<file path="src/hci_subsys_pkg.sv">
// Bus sizes, channel numbering, bus opcodes and FSM state types of the shared-memory subsystem.
package hci_subsys_pkg;

  // Bus geometry.
  localparam int unsigned AW        = 12;            // Byte address, 4 KiB bank.
  localparam int unsigned DW        = 32;            // Data word.
  localparam int unsigned BW        = 8;             // One byte lane.
  localparam int unsigned BE_W      = DW / BW;       // Byte enables per word.
  localparam int unsigned WORD_LSB  = $clog2(BE_W);  // Byte offset bits inside a word.
  localparam int unsigned MEM_WORDS = 1024;          // Bank depth.

  // Address increment of one word, sized to the bus.
  localparam logic [AW-1:0] WORD_STEP = AW'(BE_W);

  // Copy engine.
  localparam int unsigned LEN_W = 8;  // Copies of up to 255 words.

  // Peers sharing the bank.
  localparam int unsigned NB_PEERS = 2;
  localparam int unsigned SEL_W    = 1;

  localparam logic [SEL_W-1:0] CHAN_HOST   = 1'b0;  // External host port.
  localparam logic [SEL_W-1:0] CHAN_ENGINE = 1'b1;  // Block-copy engine.

  // Meaning of the wen strobe.
  typedef enum logic {
    BUS_WRITE = 1'b0,
    BUS_READ  = 1'b1
  } bus_op_e;

  // Copy engine FSM, three states per word.
  typedef enum logic [1:0] {
    IDLE,
    READ,
    WAIT,
    WRITE
  } engine_state_e;

  // Bank ownership FSM.
  typedef enum logic [1:0] {
    HOST,
    ARM,
    ENGINE
  } mode_state_e;

endpackage

</file>
<file path="src/hci_copy_engine.sv">
// Block-copy engine moving a run of words by read, wait and write steps on its bus port.
`timescale 1ns/10ps

module hci_copy_engine (
  input  logic                               clk_i,
  input  logic                               rst_n_i,
  input  logic                               go_i,
  input  logic [hci_subsys_pkg::AW-1:0]      src_addr_i,
  input  logic [hci_subsys_pkg::AW-1:0]      dst_addr_i,
  input  logic [hci_subsys_pkg::LEN_W-1:0]   len_i,
  input  logic                               gnt_i,
  input  logic                               r_valid_i,
  input  logic [hci_subsys_pkg::DW-1:0]      r_data_i,
  output logic                               req_o,
  output logic [hci_subsys_pkg::AW-1:0]      add_o,
  output logic                               wen_o,
  output logic [hci_subsys_pkg::DW-1:0]      data_o,
  output logic [hci_subsys_pkg::BE_W-1:0]    be_o,
  output logic                               done_o
);

  hci_subsys_pkg::engine_state_e state_q;  // Current step.
  hci_subsys_pkg::engine_state_e state_d;  // Next step.

  logic [hci_subsys_pkg::AW-1:0]    src_q;      // Next source word.
  logic [hci_subsys_pkg::AW-1:0]    dst_q;      // Next destination word.
  logic [hci_subsys_pkg::LEN_W-1:0] cnt_q;      // Words still to move.
  logic [hci_subsys_pkg::DW-1:0]    buf_q;      // Word in transit.
  logic                             done_q;     // Completion pulse.
  logic                             start_cpy;  // Command with work to do.
  logic                             rd_taken;   // Source read accepted.
  logic                             wr_taken;   // Destination write accepted.
  logic                             last_word;  // Counter at the final word.

  assign start_cpy = (state_q == hci_subsys_pkg::IDLE) && go_i && (len_i != 0);
  assign rd_taken  = (state_q == hci_subsys_pkg::READ) && gnt_i;
  assign wr_taken  = (state_q == hci_subsys_pkg::WRITE) && gnt_i;
  assign last_word = (cnt_q == 1);

  // Next-state logic, every move out of a bus step waits for its grant.
  always_comb begin
    state_d = state_q;
    case (state_q)
      hci_subsys_pkg::IDLE: begin
        if (start_cpy) begin
          state_d = hci_subsys_pkg::READ;  // Zero length stays here.
        end
      end
      hci_subsys_pkg::READ: begin
        if (gnt_i) begin
          state_d = hci_subsys_pkg::WAIT;
        end
      end
      hci_subsys_pkg::WAIT: begin
        if (r_valid_i) begin
          state_d = hci_subsys_pkg::WRITE;  // Word captured in buffer.
        end
      end
      hci_subsys_pkg::WRITE: begin
        if (gnt_i) begin
          state_d = last_word ? hci_subsys_pkg::IDLE : hci_subsys_pkg::READ;
        end
      end
      default: state_d = hci_subsys_pkg::IDLE;
    endcase
  end

  // Control state.
  always_ff @(posedge clk_i or negedge rst_n_i) begin
    if (!rst_n_i) begin
      state_q <= hci_subsys_pkg::IDLE;
      cnt_q   <= '0;
      done_q  <= 1'b0;
    end else begin
      state_q <= state_d;
      done_q  <= 1'b0;  // Default low, one-cycle pulse.
      if (state_q == hci_subsys_pkg::IDLE && go_i) begin
        cnt_q  <= len_i;          // Word count of the new command.
        done_q <= (len_i == 0);   // Empty copy finishes at once.
      end else if (wr_taken) begin
        cnt_q  <= cnt_q - 1;
        done_q <= last_word;      // Cycle after the last write.
      end
    end
  end

  // Address pointers and transit buffer.
  always_ff @(posedge clk_i) begin
    if (state_q == hci_subsys_pkg::IDLE && go_i) begin
      src_q <= src_addr_i;
      dst_q <= dst_addr_i;
    end else if (wr_taken) begin
      src_q <= src_q + hci_subsys_pkg::WORD_STEP;  // Both advance one word.
      dst_q <= dst_q + hci_subsys_pkg::WORD_STEP;
    end
    if (state_q == hci_subsys_pkg::WAIT && r_valid_i) begin
      buf_q <= r_data_i;
    end
  end

  // Bus port, read from source then write to destination.
  assign req_o  = (state_q == hci_subsys_pkg::READ) || (state_q == hci_subsys_pkg::WRITE);
  assign add_o  = (state_q == hci_subsys_pkg::WRITE) ? dst_q : src_q;
  assign wen_o  = (state_q == hci_subsys_pkg::WRITE) ? hci_subsys_pkg::BUS_WRITE
                                                     : hci_subsys_pkg::BUS_READ;
  assign data_o = buf_q;
  assign be_o   = {hci_subsys_pkg::BE_W{!rd_taken}};  // Full word on writes.
  assign done_o = done_q;

endmodule

</file>
<file path="config.mk">
export PLATFORM = sky130hd
export DESIGN_NAME = hci_copy_engine
export DESIGN_NICKNAME = d
export VERILOG_FILES = /design/src/hci_subsys_pkg.sv /design/src/hci_copy_engine.sv
export SDC_FILE = /design/constraint.sdc
export NUM_CORES = 1
export LEC_CHECK = 0
export BUFFER_PORTS_ARGS = -buffer_cell sky130_fd_sc_hd__clkbuf_2
export CAP_MARGIN = 10
export CORE_ASPECT_RATIO = 1.1
export CORE_UTILIZATION = 44
export CTS_CLUSTER_SIZE = 25
export DETAILED_ROUTE_END_ITERATION = 10
export PLACE_DENSITY_LB_ADDON = 0.15
export SYNTH_ARGS = -nofsm -noshare
export SYNTH_HDL_FRONTEND = slang
export SYNTH_SLANG_ARGS = --single-unit
</file>
<file path="constraint.sdc">
create_clock -name clk_i -period 1.9 [get_ports clk_i]
set_clock_uncertainty 0.05 [all_clocks]
set_input_delay 0.095 -clock clk_i [delete_from_list [all_inputs] [get_ports clk_i]]
set_output_delay 0.095 -clock clk_i [all_outputs]
set_load 0.1 [all_outputs]
</file>
==> impl_metrics.yaml <==
routing:
  wire_per_inst_um: 14.52
  via_per_inst: 4.823
  antenna_left: 0
  drc_errors: 0
  wirelength_um: 7478
  drt_iter0_markers: 98
  dr.pass1.iters: 4
  num_vias: 2484
yosys:
  syn_area_per_cell_um2: 12.59
  ys_seq_elements: 67
  yosys_warnings: 0
  synth_top_area_cell: "edfxtp_1"
  synthFlopType: "edfxtp_1"
  synthTopCellsByArea: "edfxtp_1 (55%), dfrtp_1 (9.0%), mux2_2 (4.8%)"
  yosysTopAreaCellShare_pct: 54.72
  synth_edf_count: 56
  synthCells: 244
  ys_top_cells_by_count: "edfxtp_1 (56), nand2_1 (38), o21ai_0 (25)"
  yosysSeqAreaShare_pct: 63.68
  ys_types: 33
  syn-cell-area_um2: 3073
  post-synth-top-count-cell: "edfxtp_1"
  ys_async_sr_fraction_pct: 16.42
  syn_nets: 322
layout:
  final_nets: 506
  stdcell_count: 515
  drive_above_1_share_pct: 39.03
  diodes: 0
  fin_area_um2: 4837
  syn2layout_area_growth_pct: 57.41
critical_path:
  crit_type: "reg2reg"
  r2r-end: "state_q[0]"
  cp_slowest_cell: "or4_4"
  crit_buf_inv: 0
  cp_top_family: "simple AND/OR/NAND/NOR gates"
  crit_chain: "or4_4 > or4b_4 > a211oi_2 > a22oi_1"
  crit_fanout: 2
  cp.arrival_ns: 2.05
  reg2reg_slack_ns: 0.008
  crit_path_start_kind: "flop"
  crit_required_ns: 2.05
  reg2reg_depth: 4
  setup.worst_path.end_class: "flop"
  crit_path_max_incr_delay_ns: 0.54
  r2r-start: "cnt_q[5]"
sta:
  min_period_ns: 1.892
  finalHoldViolations: 0
  rsz0062_at_grt: "true"
  finalSetupViolCount: 0
  slew-limit-headroom_pct: 63.12
  finalCritPeriodShare_pct: 99.59
  maxSlewViolCount: 0
  finalWorstSetupSlack_ns: 0.007878
  worstMarginPinSlew_ns: 0.5555
  max_freq_mhz: 528.5
placement:
  dpl.cell_count: 444
  placed_cell_area_um2: 4045
  pre_cts_ws_ns: -0.004554
  portBuffers: 119
  dp_hpwl_um: 4995
  gp_congestion: 0.8246
power_and_ir_drop:
  internal_power_mw: 4.617
  ir_drop_uv: 1698
  sw_frac_of_total_pct: 47.81
  p_leak_nw: 2.029
  power.switching_mw: 4.229
  combPwrFrac_pct: 57.2
  p_seq_share_pct: 28.5
  pwr-share-clk_pct: 14.3
  p_total_mw: 8.846
  p_per_area_nw_per_um2: 1829
die:
  start_util_pct: 46.06
  core_area_um2: 6671
  pin_count: 120
  die_area_um2: 7323
  fp.dieH_um: 89.65
  num_rows: 31
  die_x_um: 81.68
clock_network:
  root_buffer: "clkbuf_8"
  cts_tree: "done"
  numClockSinks: 67
  clockBufferDepth: 2
  htree_levels: 3
  path_clk_slew_ns: 0.07
  cts_buffers: 9
  clkLatencyLatePin_ns: 0.33
min_path:
  hold_depth: 3
  hp-class: "in2reg"
  min_from: "dst_addr_i[4]"
  hold_path_end: "dst_q[4]"
grt:
  antenna_found_initial: 0
  grt_pass1_vias: 2457
  grt_util_all_layers_pct: 21.36
  grt_pass1_wl_um: 11140
  grt_max_degree: 31
  grt-ovfl-total: 0
status:
  outcome: "finished clean"
job:
  maxCapViolCount: 0
## sequential cells by signal, indices dropped and copies added, names as in the netlist
signal,count
cnt_q,8
data_o,32
done_o,1
dst_q,12
src_q,12
state_q,2
## metrics by stage
step | utilization (%) | hold WS, ns | TNS [ns]
floorplan | - | -0.2506 | 0
global placement | 60.63 | -0.06371 | 0
detailed placement | 60.63 | -0.06471 | -0.004554
CTS | 72.22 | 0.003712 | 0
global route | 72.51 | 0.005484 | -0.05890
finish | 72.51 | 0.008752 | 0
## logic make-up after synthesis
group                    count (synthesis)  share of synthesized area, %
buffers and inverters                   20                         2.850
multiplexers                            13                         4.764
XOR/XNOR                                22                         6.270
AO/OA/AOI/OAI                           35                         6.312
AND/OR/NAND/NOR                         78                         12.46
flip-flops                              67                         63.68
adder cells (fa/ha/maj)                  9                         3.665
## worst min-delay path, cell delays in order
cell      delay [ns]
clkbuf_2        0.09
nand2_1         0.04
o21ai_0         0.05
## metal layers
layer  up-vias  global-route usage (%)  part of all wire, %
li1       1246                       -                    -
met1      1134                   25.23                   44
met2        92                   37.73                   49
met3        12                   4.141                  5.3
met4         0                   9.569                  1.7
met5         -                       0                    0
## cell type report
cell class	instances	area [um2]
clock buffer	9	123.9
clock inverter	7	92.59
multi-input combinational	157	1061
inverter	9	33.78
sequential	67	1958
tap	82	102.6
fill	475	1834
timing repair buffer	184	1465
## power by group through the flow
stage	Sequential (mW)	Clock, mW	Combinational [mW]
2_1_floorplan	3.11	0	2.83
3_3_place_gp	2.51	0	4.88
3_5_place_dp	2.53	0	4.91
4_1_cts	2.52	1.30	5.03
5_1_grt	2.58	1.37	5.32
6_report	2.52	1.27	5.06
## cells in the final DEF, fill, tap and decap left out, types with 2 or more instances in the layout
cell type	count
nand4_1	4
a21oi_1	4
ha_1	7
clkinv_4	2
o21ai_0	24
and3_1	6
buf_4	7
nor2_1	9
bufinv_16	2
nand3_1	6
buf_12	16
edfxtp_1	56
and4_1	2
clkbuf_8	9
clkbuf_2	105
or4_1	2
nor4_1	2
dlygate4sd3_1	54
nand2_1	36
inv_1	9
clkinv_2	3
nand2_2	2
xnor2_1	11
xor2_1	11
nor3_1	2
mux2_2	13
or3_1	3
dfrtp_1	10
## what timing repair did
item | CTS | global route
resized for setup | 3 | 4
endpoints found under the hold margin | 64 | 0
pin swaps | 1 | 0
hold buffers | 54 | 0
setup endpoints to repair | 10 | 25
buffers inserted | 0 | 1
gates cloned | 0 | 0
## worst max path at each step
stage / from / endpoint / cells past startpoint
5_1_grt: len_i[2] / state_q[1] / 6
6_report: cnt_q[5] / state_q[0] / 4
3_5_place_dp: cnt_q[5] / state_q[0] / 4
4_1_cts: state_q[1] / add_o[6] / 4
2_1_floorplan: cnt_q[5] / state_q[0] / 4
3_3_place_gp: cnt_q[5] / state_q[0] / 4
No activity file was read; power rests on OpenSTA's default activity.
