<file path="config.mk">
export PLATFORM = sky130hd
export DESIGN_NAME = hci_core_mux_static
export DESIGN_NICKNAME = d
export VERILOG_FILES = /design/src/hci_subsys_pkg.sv /design/src/hci_core_mux_static.sv
export SDC_FILE = /design/constraint.sdc
export NUM_CORES = 1
export LEC_CHECK = 0
export BUFFER_PORTS_ARGS = -buffer_cell sky130_fd_sc_hd__clkbuf_2
export CAP_MARGIN = 20
export CORE_AREA = 4 4 95 97
export DETAILED_ROUTE_END_ITERATION = 8
export DIE_AREA = 0 0 99 101
export PLACE_DENSITY = 0.63
export SETUP_SLACK_MARGIN = 0.02
export SYNTH_ARGS = -nofsm -noshare
export SYNTH_HDL_FRONTEND = slang
export SYNTH_SLANG_ARGS = --single-unit
</file>
<file path="constraint.sdc">
create_clock -name vclk -period 1.12
set_input_delay 0.168 -clock vclk [all_inputs]
set_output_delay 0.168 -clock vclk [all_outputs]
set_load 0.01 [all_outputs]
</file>
<file path="src/hci_subsys_pkg.sv">
// Bus sizes, channel numbering, bus opcodes and FSM state types of the shared-memory subsystem.
package hci_subsys_pkg;

  // Bus geometry.
  localparam int unsigned AW        = 12;            // Byte address, 4 KiB bank.
  localparam int unsigned DW        = 32;            // Data word.
  localparam int unsigned BW        = 8;             // One byte lane.
  localparam int unsigned BE_W      = DW / BW;       // Byte enables per word.
  localparam int unsigned WORD_LSB  = $clog2(BE_W);  // Byte offset bits inside a word.
  localparam int unsigned MEM_WORDS = 1024;          // Bank depth.

  // Address increment of one word, sized to the bus.
  localparam logic [AW-1:0] WORD_STEP = AW'(BE_W);

  // Copy engine.
  localparam int unsigned LEN_W = 8;  // Copies of up to 255 words.

  // Peers sharing the bank.
  localparam int unsigned NB_PEERS = 2;
  localparam int unsigned SEL_W    = 1;

  localparam logic [SEL_W-1:0] CHAN_HOST   = 1'b0;  // External host port.
  localparam logic [SEL_W-1:0] CHAN_ENGINE = 1'b1;  // Block-copy engine.

  // Meaning of the wen strobe.
  typedef enum logic {
    BUS_WRITE = 1'b0,
    BUS_READ  = 1'b1
  } bus_op_e;

  // Copy engine FSM, three states per word.
  typedef enum logic [1:0] {
    IDLE,
    READ,
    WAIT,
    WRITE
  } engine_state_e;

  // Bank ownership FSM.
  typedef enum logic [1:0] {
    HOST,
    ARM,
    ENGINE
  } mode_state_e;

endpackage

</file>
<file path="src/hci_core_mux_static.sv">
// Static multiplexer giving the whole bank port to one of NB_CHAN request channels.
`timescale 1ns/10ps

module hci_core_mux_static #(
  parameter int unsigned NB_CHAN = 2                                  // Number of channels.
) (
  // Channel side.
  input  logic                              in_req_i     [NB_CHAN],
  input  logic [hci_subsys_pkg::AW-1:0]     in_add_i     [NB_CHAN],
  input  logic                              in_wen_i     [NB_CHAN],
  input  logic [hci_subsys_pkg::DW-1:0]     in_data_i    [NB_CHAN],
  input  logic [hci_subsys_pkg::BE_W-1:0]   in_be_i      [NB_CHAN],
  output logic                              in_gnt_o     [NB_CHAN],
  output logic                              in_r_valid_o [NB_CHAN],
  output logic [hci_subsys_pkg::DW-1:0]     in_r_data_o  [NB_CHAN],

  // Owner of the bank.
  input  logic [$clog2(NB_CHAN)-1:0]        sel_i,

  // Bank side.
  output logic                              out_req_o,
  output logic [hci_subsys_pkg::AW-1:0]     out_add_o,
  output logic                              out_wen_o,
  output logic [hci_subsys_pkg::DW-1:0]     out_data_o,
  output logic [hci_subsys_pkg::BE_W-1:0]   out_be_o,
  input  logic                              out_gnt_i,
  input  logic                              out_r_valid_i,
  input  logic [hci_subsys_pkg::DW-1:0]     out_r_data_i
);

  // Request fields of the selected channel go straight to the bank.
  assign out_req_o  = in_req_i[sel_i];   // Only the owner can reach the bank.
  assign out_add_o  = in_add_i[sel_i];   // Byte address.
  assign out_wen_o  = in_wen_i[sel_i];   // 1 reads, 0 writes.
  assign out_data_o = in_data_i[sel_i];  // Write data.
  assign out_be_o   = in_be_i[sel_i];    // Byte lanes.

  for (genvar ii = 0; ii < NB_CHAN; ii++) begin : gen_chan_rsp
    logic chan_sel;  // This channel currently owns the bank.

    assign chan_sel = (sel_i == ($clog2(NB_CHAN))'(ii));

    assign in_gnt_o[ii]     = chan_sel ? out_gnt_i : 1'b0;      // Grant to owner only.
    assign in_r_valid_o[ii] = chan_sel ? out_r_valid_i : 1'b0;  // Response to owner only.
    assign in_r_data_o[ii]  = out_r_data_i;                     // Data fanned out to all.
  end

endmodule

</file>
==> results of run 1 <==
-- layout by cell type, fill, tap and decap left out --
cell type	count
sky130_fd_sc_hd__buf_8	1
sky130_fd_sc_hd__buf_12	2
sky130_fd_sc_hd__nor2b_1	2
sky130_fd_sc_hd__buf_4	3
sky130_fd_sc_hd__clkbuf_2	156
sky130_fd_sc_hd__mux2_2	3
sky130_fd_sc_hd__and2_1	2
sky130_fd_sc_hd__mux2_4	47
-- per-layer routing --
metal / global-route usage / wire length (um)
met3: 0.0194 / 641
met2: 0.140 / 2100
met5: 0 / 0
met1: 0.0847 / 1550
met4: 0.0137 / 55
-- area by class of cell --
| cell class | instances | share of cell area |
|---|---|---|
| Multi-Input combinational cell | 54 | 0.436 |
| Tap cell | 105 | 0.0749 |
| Timing Repair Buffer | 162 | 0.489 |
-- cell usage after synthesis --
library cell	count
sky130_fd_sc_hd__and2_1	2
sky130_fd_sc_hd__buf_12	4
sky130_fd_sc_hd__mux2_2	4
sky130_fd_sc_hd__nor2b_1	2
sky130_fd_sc_hd__buf_6	2
sky130_fd_sc_hd__buf_4	64
sky130_fd_sc_hd__mux2_4	46
-- report_power, final --
| group | internal [uW] | switching [uW] | leakage [uW] |
|---|---|---|---|
| Combinational | 454 | 287 | 0.00110 |
| Sequential | 0 | 0 | 0 |
| Clock | 0 | 0 | 0 |
| Total | 454 | 287 | 0.00110 |
-- through the flow --
step,util,TNS [ns],hold WS [ns],worst slack [ns]
finish,0.216,0,0.336,0.0332
global route,0.216,0,0.336,0.00660
CTS,0.216,0,0.336,0.0275
detailed placement,0.214,-0.191,0.336,-0.0304
global placement,0.214,-0.00757,0.336,-0.00617
floorplan,-,0,0.428,0.166
-- logic make-up (layout without fill, tap and decap cells) --
kind of cell / after synthesis / count (layout) / synth area share
buf+inv: 70 / 162 / 0.434
simple gates: 4 / 4 / 0.0186
mux: 50 / 50 / 0.547
-- path summary, 6_finish.rpt --
check / from / end / slack [ns] / depth (start not counted)
worst max-delay path: sel_i / out_data_o[2] / 0.03 / 4
worst min-delay path: out_r_data_i[13] / in_r_data_o[13] / 0.34 / 0
-- repair_timing --
item / in CTS / in global routing
pin swaps: 0 / 0
hold endpoints to repair: 0 / 0
gates resized for setup: 3 / 0
gates cloned: 0 / 0
setup endpoints to repair: 46 / 17
==> reports/results.txt, run 1 <==
result of the run - completed
die height - 101 um
Min-Delay Path Class - in2out
final critical-path share of the clock period - 0.970
die boundary width - 99 um
sequential standard cell area - 0 um^2
synth unique cells - 7
unrepaired setup endpoints after global routing - true
Pwr per Cell Area - 422 mW/mm^2
count of standard-cell rows - 33
Cell Area, Placed - 0.00174 mm^2
detailed-route wire length per cell - 13.5 um
final hold violation count - 0
drc violations - 0
area growth from synthesis to final layout - 30.5%
Worst path slowest cell - sky130_fd_sc_hd__mux2_4
aggregate global-route resource usage - 0.0746
starting utilization of the core area - 0.165
post-CTS repair timing setup buffer count - 0
Crit path required time - 0.95 ns
Final Cell Area - 0.00175 mm^2
sequential cell area fraction in the yosys report - 0
arrival time of data at the critical path endpoint - 0.92 ns
I/O pin total - 253
top cells by area in the synthesized netlist - sky130_fd_sc_hd__mux2_4 (51%), sky130_fd_sc_hd__buf_4 (36%), sky130_fd_sc_hd__buf_12 (6.0%)
Post-Synthesis Cell Area - 0.00134 mm^2
area of the die - 0.0100 mm^2
Final HPWL DP - 3970 um
final antenna diode count - 0
ordered cell list for the critical path - buf_8 -> buf_12 -> mux2_4 -> clkbuf_2
share of post-route cells with drive strength above 1 - 0.981
critical path launch point type - input port
Final Setup Violations - 0
number of buffer and inverter stages on the critical path - 3
fin crit period - 1.09 ns
WS Path Type - in2out
CP max stage delay - 0.32 ns
cell class contributing the biggest share of worst-path delay - buffers and inverters
DR vias/cell - 3.53
drt pass-1 iters - 3
post-layout instance count excluding filler cells - 321
highest clock rate - 920 MHz
routed vias - 1134
hold buffers post-CTS - 0
largest area contributor in the netlist - sky130_fd_sc_hd__mux2_4
violation count after the first detailed-routing iteration - 14
category of the worst setup path capture point - output port
number of nets with antenna violations after detailed routing - 0
Core Region - 0.00813 mm^2
number of standard cells after synthesis - 124
LEAKAGE - 0.00110 uW
worst vdd ir - 107 uV
final-layout clock buffer total - 0
initial antenna violation count - 0
number of global-route vias before repair - 1240
# fillers - 910
largest net degree at the start of global routing - 23
total nets after synthesis - 259
pin slew with the least headroom to its limit - 0.168 ns
count of flip-flops and latches - 0
fraction of post-synthesis cell area in the top cell type by area - 0.514
number of max-slew violations in the final report - 0
mean post-synth cell area - 10.8 um^2
multi-input combinational cell area - 764 um^2
weighted congestion at the end of routability-driven global placement - 0.802
final net count - 353
total of warnings raised by yosys - 0
maximum net fanout on the critical path - 22
post-route total power - 741 uW
max-capacitance violation count - 0
drt total wl - 4350 um
Relative slew margins - 0.888
number of input and output port buffers inserted - 157
number of placed cells counting well taps - 321
overflow left after global routing - 0
wire length of the first global-routing pass - 6200 um
Note: power is estimated with default switching activity, not from simulation.
==> run 2, diff against run 1 <==
--- a/config.mk
+++ b/config.mk
@@ -7,10 +7,10 @@
 export LEC_CHECK = 0
 export BUFFER_PORTS_ARGS = -buffer_cell sky130_fd_sc_hd__clkbuf_2
 export CAP_MARGIN = 20
-export CORE_AREA = 4 4 95 97
+export CORE_AREA = 2 2 98 100
 export DETAILED_ROUTE_END_ITERATION = 8
-export DIE_AREA = 0 0 99 101
-export PLACE_DENSITY = 0.63
+export DIE_AREA = 0 0 100 102
+export PLACE_DENSITY = 0.59
 export SETUP_SLACK_MARGIN = 0.02
 export SYNTH_ARGS = -nofsm -noshare
 export SYNTH_HDL_FRONTEND = slang
==> reports/results.txt, run 2 (synthesis results as in run 1) <==
CP max stage delay - 0.34 ns
met1 layer usage reported by global route - 0.0646
sequential standard cell area - 0 um^2
arrival time of data at the critical path endpoint - 0.92 ns
crit-path most repeated cell - sky130_fd_sc_hd__buf_12
Worst path slowest cell - sky130_fd_sc_hd__mux2_2
critical path launch point type - input port
commonest non-fill, non-tap cell in the layout - sky130_fd_sc_hd__clkbuf_2
met3 track utilization from global routing - 0.0226
area growth from synthesis to final layout - 34.9%
post-route total power - 754 uW
final hold violation count - 0
overflow left after global routing - 0
unrepaired setup endpoints after global routing - true
Final HPWL DP - 3980 um
grt peak-use layer - met2
Crit path required time - 0.95 ns
final critical-path share of the clock period - 0.968
GR met2 Demand/Resource - 0.129
violation count after the first detailed-routing iteration - 4
I/O pin total - 253
number of global-route vias before repair - 1043
largest net degree at the start of global routing - 15
worst vdd ir - 87.7 uV
Relative slew margins - 0.924
detailed-route wire length per cell - 13.0 um
count of standard-cell rows - 35
fin crit period - 1.08 ns
Min-Delay Path Class - in2out
final antenna diode count - 0
number of input and output port buffers inserted - 157
routed vias - 1161
count of flip-flops and latches - 0
drt pass-1 iters - 4
LEAKAGE - 0.00112 uW
drt total wl - 4290 um
number of nets with antenna violations after detailed routing - 0
Core Region - 0.00911 mm^2
aggregate global-route resource usage - 0.0657
final-layout clock buffer total - 0
max-capacitance violation count - 0
pin slew with the least headroom to its limit - 0.114 ns
number of buffer and inverter stages on the critical path - 3
Pwr per Cell Area - 416 mW/mm^2
result of the run - completed
ordered cell list for the critical path - buf_12 -> buf_12 -> mux2_2 -> clkbuf_2
number of max-slew violations in the final report - 0
count of cells along the worst hold path - 0
WS Path Type - in2out
worst hold slack across all endpoints - 0.336 ns
cell class contributing the biggest share of worst-path delay - buffers and inverters
wire length of the first global-routing pass - 5240 um
worst min-delay path startpoint - out_r_data_i[11]
die height - 102 um
setup slack at placement - -0.0423 ns
utilization of the core after routing - 0.199
worst hold path endpoint - in_r_data_o[11]
final net count - 357
starting utilization of the core area - 0.148
category of the worst setup path capture point - output port
initial antenna violation count - 2
highest clock rate - 922 MHz
Final WS setup - 0.0358 ns
drc violations - 0
die boundary width - 100 um
maximum net fanout on the critical path - 14
share of post-route cells with drive strength above 1 - 0.982
area of the die - 0.0102 mm^2
DR vias/cell - 3.51
leading cell types in the layout, fill and taps excluded - sky130_fd_sc_hd__clkbuf_2 (156), sky130_fd_sc_hd__mux2_4 (46), sky130_fd_sc_hd__buf_4 (6)
weighted congestion at the end of routability-driven global placement - 0.642
Final Setup Violations - 0
## run 2: changes by cell type in the layout (fill, tap and decap cells not counted), sizes merged
cell,change
buf,+4
## run 2: layout make-up
cell class                 instances  area [um^2]
tap                              111          139
timing repair buffer             166          913
multi-input combinational         54          761
fill                            1022         7300
## run 2: how the worst max path moves through the flow
| stage | startpoint | to | slack [ns] | cells past startpoint |
|---|---|---|---|---|
| floorplan | sel_i | out_be_o[0] | 0.17 | 3 |
| global placement | sel_i | out_data_o[1] | -0.03 | 4 |
| detailed placement | sel_i | out_data_o[1] | -0.04 | 4 |
| CTS | sel_i | out_data_o[21] | 0.03 | 4 |
| global route | sel_i | out_be_o[3] | 0.007 | 4 |
| finish | sel_i | out_be_o[3] | 0.04 | 4 |
## run 2: report_power, final
group,internal (uW),switching [uW]
Combinational,470,284
Sequential,0,0
Clock,0,0
## run 2: per-stage QoR
| step | TNS (ns) | cell area (um^2) | instances |
|---|---|---|---|
| after floorplan | 0 | 1340 | 124 |
| after global placement | -0.276 | 1770 | 330 |
| after detailed placement | -0.676 | 1770 | 330 |
| after CTS | 0 | 1810 | 331 |
| after global routing | 0 | 1810 | 331 |
| final | 0 | 1810 | 331 |
## run 2: per-layer routing
layer  vias up  part of all wire
li1        547                 -
met1       512              0.32
met2        77              0.53
met3        21              0.13
met4         4             0.021
met5         -            0.0054
## run 2: repair_timing
item | CTS | global route
gates resized for setup | 4 | 0
buffers inserted | 0 | 0
setup endpoints to repair | 47 | 8
hold endpoints to repair | 0 | 0
hold buffers | 0 | 0
gates cloned | 1 | 0
==> run 3, diff against run 2 <==
--- a/config.mk
+++ b/config.mk
@@ -11,7 +11,7 @@
 export DETAILED_ROUTE_END_ITERATION = 8
 export DIE_AREA = 0 0 100 102
 export PLACE_DENSITY = 0.59
-export SETUP_SLACK_MARGIN = 0.02
+export SETUP_SLACK_MARGIN = 0.1
 export SYNTH_ARGS = -nofsm -noshare
 export SYNTH_HDL_FRONTEND = slang
 export SYNTH_SLANG_ARGS = --single-unit
==> reports/results.txt, run 3 (synthesis results as in run 1) <==
worst hold path endpoint - in_r_data_o[11]
share of post-route cells with drive strength above 1 - 0.982
drt total wl - 4850 um
final hold violation count - 0
maximum net fanout on the critical path - 6
WS Path Type - in2out
commonest non-fill, non-tap cell in the layout - sky130_fd_sc_hd__clkbuf_2
I/O pin total - 253
Critical path origin - sel_i
max-capacitance violation count - 0
sequential standard cell area - 0 um^2
hold buffers post-CTS - 0
Clock Power Share - 0
count of flip-flops and latches - 0
DR vias/cell - 3.58
number of max-slew violations in the final report - 0
number of input and output port buffers inserted - 157
Final WS setup - 0.0868 ns
worst hold slack across all endpoints - 0.336 ns
critical path launch point type - input port
Core Region - 0.00911 mm^2
die boundary width - 100 um
worst vdd ir - 86.0 uV
arrival time of data at the critical path endpoint - 0.87 ns
share of power burned in combinational logic - 1.000
setup slack at placement - -0.0423 ns
design internal power - 647 uW
switching part of the total - 0.335
Crit path required time - 0.95 ns
power dissipated by switching net loads - 326 uW
drc violations - 0
count of standard-cell rows - 35
worst min-delay path startpoint - out_r_data_i[11]
aggregate global-route resource usage - 0.0728
initial antenna violation count - 2
number of nets with antenna violations after detailed routing - 0
largest net degree at the start of global routing - 8
highest clock rate - 968 MHz
final net count - 361
Final Setup Violations - 0
fin crit period - 1.03 ns
post-route total power - 972 uW
final-layout clock buffer total - 0
area growth from synthesis to final layout - 63.4%
category of the worst setup path capture point - output port
die height - 102 um
weighted congestion at the end of routability-driven global placement - 0.642
Min-Delay Path Class - in2out
result of the run - completed
final antenna diode count - 0
final critical-path share of the clock period - 0.923
drt pass-1 iters - 4
overflow left after global routing - 0
area of the die - 0.0102 mm^2
leading cell types in the layout, fill and taps excluded - sky130_fd_sc_hd__clkbuf_2 (115), sky130_fd_sc_hd__mux2_4 (50), sky130_fd_sc_hd__buf_6 (44)
number of placed cells counting well taps - 330
unrepaired setup endpoints after global routing - true
violation count after the first detailed-routing iteration - 12
starting utilization of the core area - 0.148
routed vias - 1200
LEAKAGE - 0.00127 uW
detailed-route wire length per cell - 14.5 um
Final HPWL DP - 3980 um
Relative slew margins - 0.944
Pwr per Cell Area - 443 mW/mm^2
pin slew with the least headroom to its limit - 0.0841 ns
total negative slack for setup checks - 0 ns
wire length of the first global-routing pass - 5760 um
sequential fraction of design power - 0
post-layout instance count excluding filler cells - 335
number of global-route vias before repair - 1124
count of cells along the worst hold path - 0
[run 3: cell types whose count changed in the layout (fill, tap and decap cells not counted)]
cell                       before  now
sky130_fd_sc_hd__buf_8          0    3
sky130_fd_sc_hd__buf_6          0   44
sky130_fd_sc_hd__buf_16         1    4
sky130_fd_sc_hd__buf_12         3    2
sky130_fd_sc_hd__mux2_2         4    0
sky130_fd_sc_hd__clkbuf_2     156  115
sky130_fd_sc_hd__mux2_4        46   50
sky130_fd_sc_hd__buf_4          6    2
[run 3: timing repair]
item	4_1_cts	5_1_grt
cloned	3	0
resized for setup	19	85
setup buffers	2	0
setup endpoints to repair	50	49
[run 3: power groups by stage]
stage | clock network [uW] | logic, uW | registers, uW
2_1_floorplan | 0 | 643 | 0
3_3_place_gp | 0 | 736 | 0
3_5_place_dp | 0 | 745 | 0
4_1_cts | 0 | 821 | 0
5_1_grt | 0 | 1030 | 0
6_report | 0 | 972 | 0
[run 3: how the worst max path moves through the flow]
stage	endpoint	slack (ns)
2_1_floorplan	out_be_o[0]	0.17
3_3_place_gp	out_data_o[1]	-0.03
3_5_place_dp	out_data_o[1]	-0.04
4_1_cts	out_data_o[1]	0.06
5_1_grt	out_data_o[1]	0.07
6_report	out_data_o[6]	0.09
[run 3: per-layer routing]
metal  wire, um  track usage
met5         23            0
met3        567       0.0226
met1       1460       0.0728
met2       2710        0.144
met4         90       0.0211
[run 3: stage by stage]
| stage | util | area (um^2) |
|---|---|---|
| after floorplan | - | 1340 |
| after global placement | 0.195 | 1770 |
| after detailed placement | 0.195 | 1770 |
| after CTS | 0.213 | 1940 |
| after global routing | 0.241 | 2200 |
| final | 0.241 | 2200 |
[run 3: critical path: stages]
cell	delay (ns)
sky130_fd_sc_hd__buf_16	0.12
sky130_fd_sc_hd__buf_12	0.14
sky130_fd_sc_hd__mux2_4	0.30
sky130_fd_sc_hd__buf_6	0.13
[run 3: layout make-up]
cell class	count	area (um^2)
multi-input combinational	54	776
timing repair buffer	170	1280
tap	111	139
fill	980	6910
